--- config.mk ---
export PLATFORM = sky130hd
export DESIGN_NAME = merge_sort_top
export DESIGN_NICKNAME = d
export VERILOG_FILES = /design/src/rtl/sort_pkg.sv /design/src/rtl/record_link_if.sv /design/src/rtl/merge_sort_top.sv /design/src/rtl/merge_unit.sv /design/src/rtl/pair_sorter.sv /design/src/rtl/record_fifo.sv /design/src/rtl/result_collector.sv
export VERILOG_INCLUDE_DIRS = /design/src /design/src/rtl
export SDC_FILE = /design/constraint.sdc
export NUM_CORES = 1
export LEC_CHECK = 0
export BUFFER_PORTS_ARGS = -buffer_cell sky130_fd_sc_hd__buf_2
export CORE_ASPECT_RATIO = 1.5
export CORE_MARGIN = 2
export CORE_UTILIZATION = 45
export CTS_CLUSTER_SIZE = 14
export DETAILED_ROUTE_END_ITERATION = 8
export PLACE_DENSITY = 0.68
export RECOVER_POWER = 100
export SLEW_MARGIN = 20
export SYNTH_ARGS = -nofsm -noshare
export SYNTH_HDL_FRONTEND = slang
export SYNTH_SLANG_ARGS = --single-unit
--- constraint.sdc ---
create_clock -name clk -period 6.2 [get_ports clk]
set_input_delay 0.93 -clock clk [delete_from_list [all_inputs] [get_ports clk]]
set_output_delay 0.93 -clock clk [all_outputs]
set_load 0.05 [all_outputs]
--- src/rtl/sort_config.svh ---
`ifndef SORT_CONFIG_SVH
`define SORT_CONFIG_SVH

// Record layout
`define SORT_COLUMNS 3
`define SORT_BYTE_W 8

// Batch size
`define SORT_RECORDS 8

`endif

--- src/rtl/sort_pkg.sv ---
`include "sort_config.svh"

package sort_pkg;

    // One column of a record
    typedef logic [`SORT_BYTE_W-1:0] byte_t;

    // Column 0 sits in the top byte and is the sort key
    typedef logic [`SORT_COLUMNS*`SORT_BYTE_W-1:0] record_t;

    // Position inside the batch
    typedef logic [$clog2(`SORT_RECORDS)-1:0] rec_idx_t;

    // Records taken from one merge input, up to the longest run
    typedef logic [$clog2(`SORT_RECORDS):0] run_cnt_t;

    typedef enum logic {
        st_idle,
        st_draining
    } collect_state_t;

endpackage

--- src/rtl/record_link_if.sv ---
`timescale 1ns/100ps

interface record_link_if;

    // Write side
    logic              wr;
    sort_pkg::record_t w_data;
    logic              full;

    // Read side, head record shown while not empty
    logic              rd;
    sort_pkg::record_t r_data;
    logic              empty;

    modport producer (output wr, output w_data, input full);

    modport store (
        input  wr,
        input  w_data,
        output full,
        input  rd,
        output r_data,
        output empty
    );

    modport consumer (output rd, input r_data, input empty);

endinterface

--- src/rtl/merge_sort_top.sv ---
`timescale 1ns/100ps
`include "sort_config.svh"

module merge_sort_top (
    input  logic              clk,
    input  logic              rst_n,
    input  logic              start,
    input  logic              sort_num,
    input  sort_pkg::record_t data_in  [0:`SORT_RECORDS-1],
    output sort_pkg::record_t data_out [0:`SORT_RECORDS-1],
    output logic              sorted
);

    localparam int PAIRS = `SORT_RECORDS / 2;
    localparam int QUADS = `SORT_RECORDS / 4;

    record_link_if link2 [PAIRS] ();
    record_link_if link4 [QUADS] ();
    record_link_if link8 ();

    ////////////////////////////////////////////////////////////
    // Pair stage
    ////////////////////////////////////////////////////////////
    for (genvar g = 0; g < PAIRS; g++) begin : g_pair
        pair_sorter u_pair_sorter (
            .clk   (clk),
            .rst_n (rst_n),
            .start (start),
            .order (sort_num),
            .rec_a (data_in[2*g]),
            .rec_b (data_in[2*g+1]),
            .out   (link2[g])
        );

        record_fifo #(.DEPTH(2)) u_fifo2 (
            .clk   (clk),
            .rst_n (rst_n),
            .link  (link2[g])
        );
    end

    ////////////////////////////////////////////////////////////
    // Runs of four
    ////////////////////////////////////////////////////////////
    for (genvar m = 0; m < QUADS; m++) begin : g_quad
        merge_unit #(.RUN_LEN(2)) u_merge4 (
            .clk   (clk),
            .rst_n (rst_n),
            .order (sort_num),
            .left  (link2[2*m]),
            .right (link2[2*m+1]),
            .out   (link4[m])
        );

        record_fifo #(.DEPTH(4)) u_fifo4 (
            .clk   (clk),
            .rst_n (rst_n),
            .link  (link4[m])
        );
    end

    // Final run of eight
    merge_unit #(.RUN_LEN(4)) u_merge8 (
        .clk   (clk),
        .rst_n (rst_n),
        .order (sort_num),
        .left  (link4[0]),
        .right (link4[1]),
        .out   (link8)
    );

    record_fifo #(.DEPTH(8)) u_fifo8 (
        .clk   (clk),
        .rst_n (rst_n),
        .link  (link8)
    );

    result_collector u_collector (
        .clk      (clk),
        .rst_n    (rst_n),
        .in       (link8),
        .data_out (data_out),
        .sorted   (sorted)
    );

endmodule

--- src/rtl/merge_unit.sv ---
`timescale 1ns/100ps

module merge_unit #(
    parameter int RUN_LEN = 2
) (
    input  logic              clk,
    input  logic              rst_n,
    input  logic              order,
    record_link_if.consumer   left,
    record_link_if.consumer   right,
    record_link_if.producer   out
);

    sort_pkg::run_cnt_t l_cnt_q;
    sort_pkg::run_cnt_t r_cnt_q;
    logic               l_done;
    logic               r_done;
    sort_pkg::byte_t    l_key;
    sort_pkg::byte_t    r_key;
    logic               l_first;
    logic               take_left;
    logic               stall;
    logic               do_read;
    logic               last_read;
    sort_pkg::record_t  out_q;
    logic               wr_q;

    assign l_done = (l_cnt_q == sort_pkg::run_cnt_t'(RUN_LEN));
    assign r_done = (r_cnt_q == sort_pkg::run_cnt_t'(RUN_LEN));

    assign l_key = left.r_data[$bits(sort_pkg::record_t)-1 -: $bits(sort_pkg::byte_t)];
    assign r_key = right.r_data[$bits(sort_pkg::record_t)-1 -: $bits(sort_pkg::byte_t)];

    // Left wins ties so equal keys stay in input order
    assign l_first = order ? (l_key >= r_key) : (l_key <= r_key);

    assign take_left = r_done || (!l_done && l_first);

    ////////////////////////////////////////////////////////////
    // Read decision
    ////////////////////////////////////////////////////////////
    // Need both heads unless one run is already used up
    assign stall = out.full
                || (!l_done && left.empty)
                || (!r_done && right.empty);

    assign do_read  = !stall;
    assign left.rd  = do_read && take_left;
    assign right.rd = do_read && !take_left;

    // Final record of the pair of runs
    assign last_read = (int'(l_cnt_q) + int'(r_cnt_q) == 2 * RUN_LEN - 1);

    always_ff @(posedge clk or negedge rst_n) begin
        if (!rst_n) begin
            l_cnt_q <= '0;
            r_cnt_q <= '0;
        end else if (do_read) begin
            if (last_read) begin
                l_cnt_q <= '0;
                r_cnt_q <= '0;
            end else if (take_left) begin
                l_cnt_q <= l_cnt_q + 1'b1;
            end else begin
                r_cnt_q <= r_cnt_q + 1'b1;
            end
        end
    end

    ////////////////////////////////////////////////////////////
    // Output register
    ////////////////////////////////////////////////////////////
    always_ff @(posedge clk) begin
        if (do_read) begin
            out_q <= take_left ? left.r_data : right.r_data;
        end
    end

    // Pending write holds while the output FIFO is full
    always_ff @(posedge clk or negedge rst_n) begin
        if (!rst_n) begin
            wr_q <= 1'b0;
        end else if (do_read) begin
            wr_q <= 1'b1;
        end else if (!out.full) begin
            wr_q <= 1'b0;
        end
    end

    assign out.wr     = wr_q && !out.full;
    assign out.w_data = out_q;

endmodule

--- src/rtl/pair_sorter.sv ---
`timescale 1ns/100ps

module pair_sorter (
    input  logic              clk,
    input  logic              rst_n,
    input  logic              start,
    input  logic              order,
    input  sort_pkg::record_t rec_a,
    input  sort_pkg::record_t rec_b,
    record_link_if.producer   out
);

    sort_pkg::byte_t   key_a;
    sort_pkg::byte_t   key_b;
    logic              a_first;
    sort_pkg::record_t first_q;
    sort_pkg::record_t second_q;
    logic              wr_q;
    logic              sel_second_q;

    assign key_a = rec_a[$bits(sort_pkg::record_t)-1 -: $bits(sort_pkg::byte_t)];
    assign key_b = rec_b[$bits(sort_pkg::record_t)-1 -: $bits(sort_pkg::byte_t)];

    // Ties keep rec_a in front
    assign a_first = order ? (key_a >= key_b) : (key_a <= key_b);

    always_ff @(posedge clk) begin
        if (start) begin
            first_q  <= a_first ? rec_a : rec_b;
            second_q <= a_first ? rec_b : rec_a;
        end
    end

    // Two writes after start, held off while the FIFO is full
    always_ff @(posedge clk or negedge rst_n) begin
        if (!rst_n) begin
            wr_q         <= 1'b0;
            sel_second_q <= 1'b0;
        end else if (start) begin
            wr_q         <= 1'b1;
            sel_second_q <= 1'b0;
        end else if (wr_q && !out.full) begin
            if (sel_second_q) begin
                wr_q <= 1'b0;
            end
            sel_second_q <= !sel_second_q;
        end
    end

    assign out.wr     = wr_q && !out.full;
    assign out.w_data = sel_second_q ? second_q : first_q;

endmodule

--- src/rtl/record_fifo.sv ---
`timescale 1ns/100ps

module record_fifo #(
    parameter int DEPTH = 2
) (
    input  logic          clk,
    input  logic          rst_n,
    record_link_if.store  link
);

    localparam int AW = $clog2(DEPTH);
    localparam int CW = $clog2(DEPTH + 1);

    sort_pkg::record_t mem [DEPTH];
    logic [AW-1:0]     wr_ptr;
    logic [AW-1:0]     rd_ptr;
    logic [CW-1:0]     count;
    logic              do_wr;
    logic              do_rd;

    assign do_wr = link.wr && !link.full;
    assign do_rd = link.rd && !link.empty;

    always_ff @(posedge clk) begin
        if (do_wr) begin
            mem[wr_ptr] <= link.w_data;
        end
    end

    ////////////////////////////////////////////////////////////
    // Pointers and fill level
    ////////////////////////////////////////////////////////////
    always_ff @(posedge clk or negedge rst_n) begin
        if (!rst_n) begin
            wr_ptr <= '0;
            rd_ptr <= '0;
            count  <= '0;
        end else begin
            if (do_wr) begin
                wr_ptr <= wr_ptr + 1'b1;
            end
            if (do_rd) begin
                rd_ptr <= rd_ptr + 1'b1;
            end
            case ({do_wr, do_rd})
                2'b10:   count <= count + 1'b1;
                2'b01:   count <= count - 1'b1;
                default: count <= count;
            endcase
        end
    end

    // Show-ahead head record
    assign link.r_data = mem[rd_ptr];
    assign link.empty  = (count == '0);
    assign link.full   = (count == CW'(DEPTH));

endmodule

--- src/rtl/result_collector.sv ---
`timescale 1ns/100ps
`include "sort_config.svh"

module result_collector (
    input  logic              clk,
    input  logic              rst_n,
    record_link_if.consumer   in,
    output sort_pkg::record_t data_out [0:`SORT_RECORDS-1],
    output logic              sorted
);

    sort_pkg::collect_state_t state_q;
    sort_pkg::rec_idx_t       pos_q;
    logic                     take;

    // Drain as soon as a record shows up
    assign take  = !in.empty;
    assign in.rd = take;

    always_ff @(posedge clk or negedge rst_n) begin
        if (!rst_n) begin
            state_q <= sort_pkg::st_idle;
            pos_q   <= '0;
            sorted  <= 1'b0;
            for (int i = 0; i < `SORT_RECORDS; i++) begin
                data_out[i] <= '0;
            end
        end else begin
            sorted <= 1'b0;
            if (take) begin
                data_out[pos_q] <= in.r_data;
            end
            case (state_q)
                sort_pkg::st_idle: begin
                    if (take) begin
                        pos_q   <= pos_q + 1'b1;
                        state_q <= sort_pkg::st_draining;
                    end
                end
                sort_pkg::st_draining: begin
                    if (take) begin
                        if (pos_q == sort_pkg::rec_idx_t'(`SORT_RECORDS - 1)) begin
                            // Last record stored, one-cycle done pulse
                            sorted  <= 1'b1;
                            pos_q   <= '0;
                            state_q <= sort_pkg::st_idle;
                        end else begin
                            pos_q <= pos_q + 1'b1;
                        end
                    end
                end
                default: state_q <= sort_pkg::st_idle;
            endcase
        end
    end

endmodule

==> Yosys cells after proc, flatten, opt, wreduce, memory -nomap -nowiden <==
Memory sizes are Yosys's and may differ from the RTL's.
Cells that the tools add are included.
{ "totals": {"reg_bits": 536, "ram_bits": 576, "input_bits": 196, "word_cells": 371, "n_memories": 7} }
{ "op_classes": {"n_addsub": 38, "n_lt_le_gt_ge": 16, "eq_ne": 39, "n_mux": 95, "bitwise_logic": 5, "n_reduce_logical": 111} }
{ "mem_list": {"columns": ["name", "words", "word_bits", "rd", "rd_ports_with_merged_regs", "write_ports", "line", "rtl"], "rows": [
  ["u_fifo8.mem", 8, 24, 1, 0, 1, "record_fifo.sv:14", "sort_pkg::record_t mem [DEPTH];"],
  ["g_quad[0].u_fifo4.mem", 4, 24, 1, 0, 1, "record_fifo.sv:14", null],
  ["g_quad[1].u_fifo4.mem", 4, 24, 1, 0, 1, "record_fifo.sv:14", null],
  ["g_pair[0].u_fifo2.mem", 2, 24, 1, 0, 1, "record_fifo.sv:14", null],
  ["g_pair[1].u_fifo2.mem", 2, 24, 1, 0, 1, "record_fifo.sv:14", null],
  ["g_pair[2].u_fifo2.mem", 2, 24, 1, 0, 1, "record_fifo.sv:14", null],
  ["+1 memories", null, null, null, null, null, null, null]
]} }
{ "op_table": {"columns": ["operator", "count"], "rows": [
  ["24-bit two-way mux", 16],
  ["192-bit bitwise mux", 1],
  ["24-bit demux with 3-bit select", 1],
  ["32-bit by 3-bit == test with 1-bit output (second input constant)", 2],
  ["8-bit greater-or-equal comparator", 7],
  ["8-bit <= comparator", 7],
  ["1-bit two-way mux", 53],
  ["4-bit two-way mux", 12],
  ["1-bit logical AND", 36],
  ["2-bit nonzero test", 18],
  ["32-bit by 4-bit == test with 1-bit output (second input constant)", 1],
  ["1-bit zero test", 30],
  ["4-bit by 1-bit adder with 4-bit output (second input constant)", 7],
  ["2-bit == test (second input constant)", 11],
  ["2-bit AND reduction", 11],
  ["3-bit case mux with 2 select lines", 3],
  ["2-bit by 1-bit adder with 2-bit output (second input constant)", 8],
  ["4-bit by 2-bit == test with 1-bit output (second input constant)", 4],
  ["2-bit inequality test (second input constant)", 8],
  ["2-bit case mux with 2 select lines", 4],
  ["3-bit by 1-bit adder with 3-bit output (second input constant)", 5],
  ["4-bit by 4-bit adder with 5-bit output", 3],
  ["2-bit by 1-bit == test with 1-bit output (second input constant)", 7],
  ["3-bit == test (second input constant)", 3],
  ["17 further kinds", 46]
]} }

==> Depth between registers and ports, before layout <==
{ "logic_depth": {"ltp_word": 10, "depth_mapped": 17, "ltp_nobuf": 15} }

==> Modules after synthesis <==
Synthesis repeated with hierarchy kept, for this count alone.
{ "hier_totals": {"cells_unflattened": 2598, "hier_area_um2": 47634.4} }
{ "by_module_without_submodules": {"columns": ["module", "instances", "cells_each", "area_each_um2", "seq_area_each_um2"], "rows": [
  ["pair_sorter", 4, 165, 2602.5, 1491.4],
  ["record_fifo at g_pair[0].u_fifo2 ...", 4, 93, 2030.7, 1541.5],
  ["record_fifo at u_fifo8", 1, 345, 7896.3, 6015.8],
  ["record_fifo at g_quad[0].u_fifo4 ...", 2, 163, 3933.8, 3057.9],
  ["result_collector", 1, 431, 7548.5, 4929.7],
  ["merge_unit at g_quad[0].u_merge4 ...", 2, 156, 1938.1, 945.9],
  ["merge_unit at u_merge8", 1, 152, 1913.1, 945.9]
]} }

==> Worst setup path before layout <==
No wires, ideal clock.
{ "synth_timing": {"path_type": "reg2reg", "startpoint": "reg g_quad[1].u_fifo4.rd_ptr[0]", "endpoint": "reg g_quad[0].u_fifo4.count[2]", "setup_ns": 0.079, "arrival_time_ns": 3.943, "path_slack_ns": 2.178, "stages_incl_launch_ff": 17, "path_buffers": 2, "period_less_slack_ns": 4.022, "cell_sequence": "dfrtp_1 > clkbuf_1 > buf_2 > mux4_2 > ha_1 > nor2b_1 > o211ai_1 > a21oi_1 > mux2i_1 > nand2_1 > nor3_1 > ha_1 > inv_1 > fa_1 > xor2_1 > nor2_1 > xor2_1"} }
{ "synth_between": {"elab_chain_len": 9, "word_cells_on_any_way": 12, "cone_classes": "order compare (2); eq/ne (2); mux (2); reduce/logical (5); memory (1)"} }
{ "synth_lines": {"columns": ["item", "line", "rtl"], "rows": [
  ["start, declared", "record_fifo.sv:16", "logic [AW-1:0] rd_ptr;"],
  ["start signal, assigned", "record_fifo.sv:43", "rd_ptr <= rd_ptr + 1'b1;"],
  ["memory 4 x 24 bit (*)", null, null],
  ["8-bit <= comparator / 8-bit greater-or-equal comparator (equally long branches)", "merge_unit.sv:35", "assign l_first = order ? (l_key >= r_key) : (l_key <= r_key);"],
  ["1-bit two-way mux (*)", "merge_unit.sv:35", null],
  ["1-bit logical AND (*)", "merge_unit.sv:37", "assign take_left = r_done || (!l_done && l_first);"],
  ["1-bit logical OR (*)", "merge_unit.sv:37", null],
  ["1-bit logical AND (*)", "merge_unit.sv:48", "assign left.rd = do_read && take_left;"],
  ["1-bit logical AND (*)", "record_fifo.sv:22", "assign do_rd = link.rd && !link.empty;"],
  ["via g_quad[0].u_fifo4.do_rd", "record_fifo.sv:19", "logic do_rd;"],
  ["2-bit by 1-bit == test with 1-bit output / 2-bit == test (equally long branches)", "record_fifo.sv:45", "case ({do_wr, do_rd})"],
  ["3-bit case mux with 2 select lines / 2-bit nonzero test (equally long branches)", null, null],
  ["end signal, assigned", "record_fifo.sv:46", "2'b10: count <= count + 1'b1;"],
  ["end signal, assigned", "record_fifo.sv:47", "2'b01: count <= count - 1'b1;"],
  ["end signal, assigned", "record_fifo.sv:48", "default: count <= count;"],
  ["end, declared", "record_fifo.sv:17", "logic [CW-1:0] count;"]
]} }
The timed path passes the listed nets; every way through them passes the cells marked *.
A chain may end at the register's enable or synchronous reset.

==> Final worst setup path <==
{ "layout_timing": {"startpoint": "reg g_pair[3].u_fifo2.rd_ptr", "endpoint": "reg g_quad[1].u_merge4.out_q[21], data pin"} }
{ "layout_between": {"elab_chain_len": 6, "word_cells_on_any_way": 7, "cone_classes": "order compare (2); mux (2); reduce/logical (2); memory (1)"} }
{ "layout_lines": {"columns": ["item", "line", "rtl"], "rows": [
  ["start, declared", "record_fifo.sv:16", null],
  ["start signal, assigned", "record_fifo.sv:43", null],
  ["memory 2 x 24 bit (*)", null, null],
  ["8-bit <= comparator / 8-bit greater-or-equal comparator (equally long branches)", "merge_unit.sv:35", null],
  ["1-bit two-way mux", "merge_unit.sv:35", null],
  ["1-bit logical AND", "merge_unit.sv:37", null],
  ["1-bit logical OR", "merge_unit.sv:37", null],
  ["24-bit two-way mux (*)", "merge_unit.sv:75", "out_q <= take_left ? left.r_data : right.r_data;"],
  ["end signal, assigned", "merge_unit.sv:75", null],
  ["end, declared", "merge_unit.sv:25", "sort_pkg::record_t out_q;"]
]} }
Every way passes the cells marked *; elsewhere a longest branch is shown, timed or not.

==> reports/metrics.csv <==
metric;value;unit
status;finished, violations left;
violations;max-capacitance violations, max-slew violations;
synth.distinct_cells;57;
ys_ff_latch;1112;
globalRoute.totalOverflow;0;
antenna_found_initial;4;
r2r_start;g_pair[3].u_fifo2.rd_ptr;
ctsResizeCount;0;
async_flop_share;0.245;
relSlewSlack;-1.02;
required;6610;ps
grt_max_degree;153;
worst_setup_path_start_kind;flop;
path_cells;mux2i_1, ha_1, a21oi_1, o21ai_0, nor4_1, mux2i_1, nand2_1, clkbuf_1, clkbuf_1, nand2_1, o21a_1;
ff2ff_setup_slack;1280;ps
tns;0;ps
drc;0;
hp-class;reg2reg;
synthFlopType;edfxtp_1;
place.gp.congestion;0.798;
cts_made_buffers;100;
drv_slew;968;
clock_skew;41.1;ps
worst_ep_arrival_time;5330;ps
cp_top_family;buffers and inverters;
critPathBufInv;2;
synth_edf_count;840;
setup_viol;0;
die_area;0.104;mm²
path_class;reg2reg;
die_x;264;µm
first_pass_iters;5;
grt_usage;0.176;
clock_sinks;1112;
syn_area;0.0457;mm²
grt_pass1_wl;142000;µm
critPathMaxStageDelay;1290;ps
holdBufCountCts;0;
worst_slack;1280;ps
rr_worst_depth;11;
synth_nets;3148;
worstSetupEndpointType;flop;
start_util;0.453;
dp_hpwl;60800;µm
cts_root_buffer;clkbuf_16;
io_buffers;388;
post_cts_buffers;0;
die_y;394;µm
rsz0062_at_grt;no;
core;0.101;mm²
drt_iter0_markers;1446;
syn_inst;2845;
routed_wl;91200;µm
num_vias;24500;
whs_endpoint;u_collector.data_out[138];
synth_top_area_cell;edfxtp_1;
nets;3563;
syn_to_final_growth;14.1;%
r2r_end;g_quad[1].u_merge4.out.w_data[21];
crit_fanout;35;
fin_crit_sh;0.793;
place_ws;1680;ps
clk_pin_slew;60;ps
ctsHtreeMaxLevel;3;
drive_above_1_share;0.200;
finalHoldViolations;0;
hold_depth;2;
synth_area_leaders;edfxtp_1, dfrtp_1, mux2_2;
hold_start;u_collector.data_out[138];
worst_slew_pin_slew;3020;ps
avgSynthCellArea;16.1;µm²
grt_pass1_vias;25300;
ios;389;
ant_nets;0;
viasPerCell;5.28;
wl_per_cell;19.6;µm
crit_slowest_cell;clkbuf_1;
cts_tree;built;
finalCriticalPeriod;4920;ps
max_cap_violations;28;
yosysWarnings;0;
std_cell_rows;143;
max_freq;203;MHz
worstSkewPairLatency;680;ps
cts_max_path_buffers;3;
ys_seq_area_frac;0.701;
synth_top_area_frac;0.552;
[cell type report]
type,count,area (µm²)
diodes,3,7.51
clock buffers,156,3000
clock inverters,31,324
fillers,8467,48800
inverters,85,319
multi-input cells,1519,12800
flip-flops and latches,1112,32000
well taps,1305,1630
repair buffers,442,2030
[placed cells by master (no fill, tap or decap), types with 17 or more instances in the layout]
cell,count
a211oi_1,32
a21oi_1,245
buf_2,189
buf_4,20
clkbuf_1,259
clkbuf_16,105
clkbuf_8,17
dfrtp_1,269
edfxtp_1,840
ha_1,101
inv_1,84
mux2_1,141
mux2_2,188
mux2i_1,77
mux4_2,96
nand2_1,102
nand3_1,24
nor2_1,217
nor2b_1,39
o21ai_0,64
xnor2_1,34
[state kept, by name (all words and copies together) (netlist names), 6 cells and up]
name	cells
g_quad.u_merge4.l_cnt_q	8
g_pair.u_pair_sorter.second_q	96
g_quad.u_merge4.r_cnt_q	8
u_fifo8.mem	192
g_pair.u_pair_sorter.first_q	96
g_quad.u_fifo4.mem	192
g_pair.u_fifo2.count	8
g_pair.u_fifo2.mem	192
g_quad.u_fifo4.count	6
u_merge8.out.w_data	24
g_quad.u_merge4.out.w_data	48
u_collector.data_out	192
[cells in the mapped netlist, drive strengths merged, types with 2 or more instances]
master and count:
edfxtp 840, mux2 329, dfrtp 272, a21oi 245
nor2 226, nand2 102, ha 101, mux4 96
inv 84, clkbuf 79, mux2i 77, o21ai 65
buf 50, nor2b 39, xnor2 34, a211oi 32
nand3 24, o21a 14, nor3 13, xor2 12
a21o 10, and2 10, nand4 10, nor4 9
nand2b 8, and3 6, fa 6, o211ai 6
a31oi 5, nand3b 4, o21bai 4, o221ai 4
nor3b 3, or4 3, a2111oi 2, a22o 2
a311oi 2, a31o 2, a32oi 2, o22ai 2
o31ai 2, or2 2
[cell families (layout without fill, tap and decap cells)]
logic type      Yosys count  in the layout  synth area share
buf+inv                 214            714            0.0197
fa+ha+maj               107            107            0.0303
simple gates            462            462            0.0452
flops                  1112           1112             0.701
mux                     502            502             0.145
xor+xnor                 46             46           0.00882
other cells               0              3                 0
compound gates          402            402            0.0498
[tightest hold or removal path, delay by kind of cell, from the launching register on]
family          cells  cell delay (ps)
simple gates        1               40
compound gates      1               60
flops               1              340
[stage by stage]
| stage | cells | hold slack (ps) | util | cell area, µm² |
|---|---|---|---|---|
| 4_1_cts | 4649 | 338 | 0.522 | 52600 |
| 6_report | 4653 | 478 | 0.517 | 52200 |
| 3_3_place_gp | 4461 | 456 | 0.488 | 49300 |
| 5_1_grt | 4653 | 513 | 0.517 | 52200 |
| 3_5_place_dp | 4462 | 465 | 0.489 | 49300 |
| 2_1_floorplan | 2845 | 459 | - | 45700 |
[worst max-delay path by stage]
stage                                     start                                end  slack (ps)  depth (start not counted)
finish                 g_pair[3].u_fifo2.rd_ptr  g_quad[1].u_merge4.out.w_data[21]        1280                         11
global route           g_pair[3].u_fifo2.rd_ptr  g_quad[1].u_merge4.out.w_data[17]         840                         11
CTS                 g_quad[0].u_fifo4.rd_ptr[0]         g_quad[0].u_fifo4.count[2]        1640                         16
detailed placement  g_quad[0].u_fifo4.rd_ptr[0]         g_quad[0].u_fifo4.count[2]        1680                         16
global placement    g_quad[0].u_fifo4.rd_ptr[0]         g_quad[0].u_fifo4.count[2]        1740                         16
floorplan           g_quad[1].u_fifo4.rd_ptr[0]         g_quad[0].u_fifo4.count[2]        2180                         16
[routing by layer]
layer,global-route usage,up-vias,part of all wire
met2,0.313,638,0.51
li1,-,11600,-
met5,0,-,0.00013
met1,0.211,12200,0.40
met3,0.0260,167,0.042
met4,0.0798,2,0.042
Power is not shown: default switching activity piles up to over one toggle a cycle in this logic, so the estimate is an artifact.
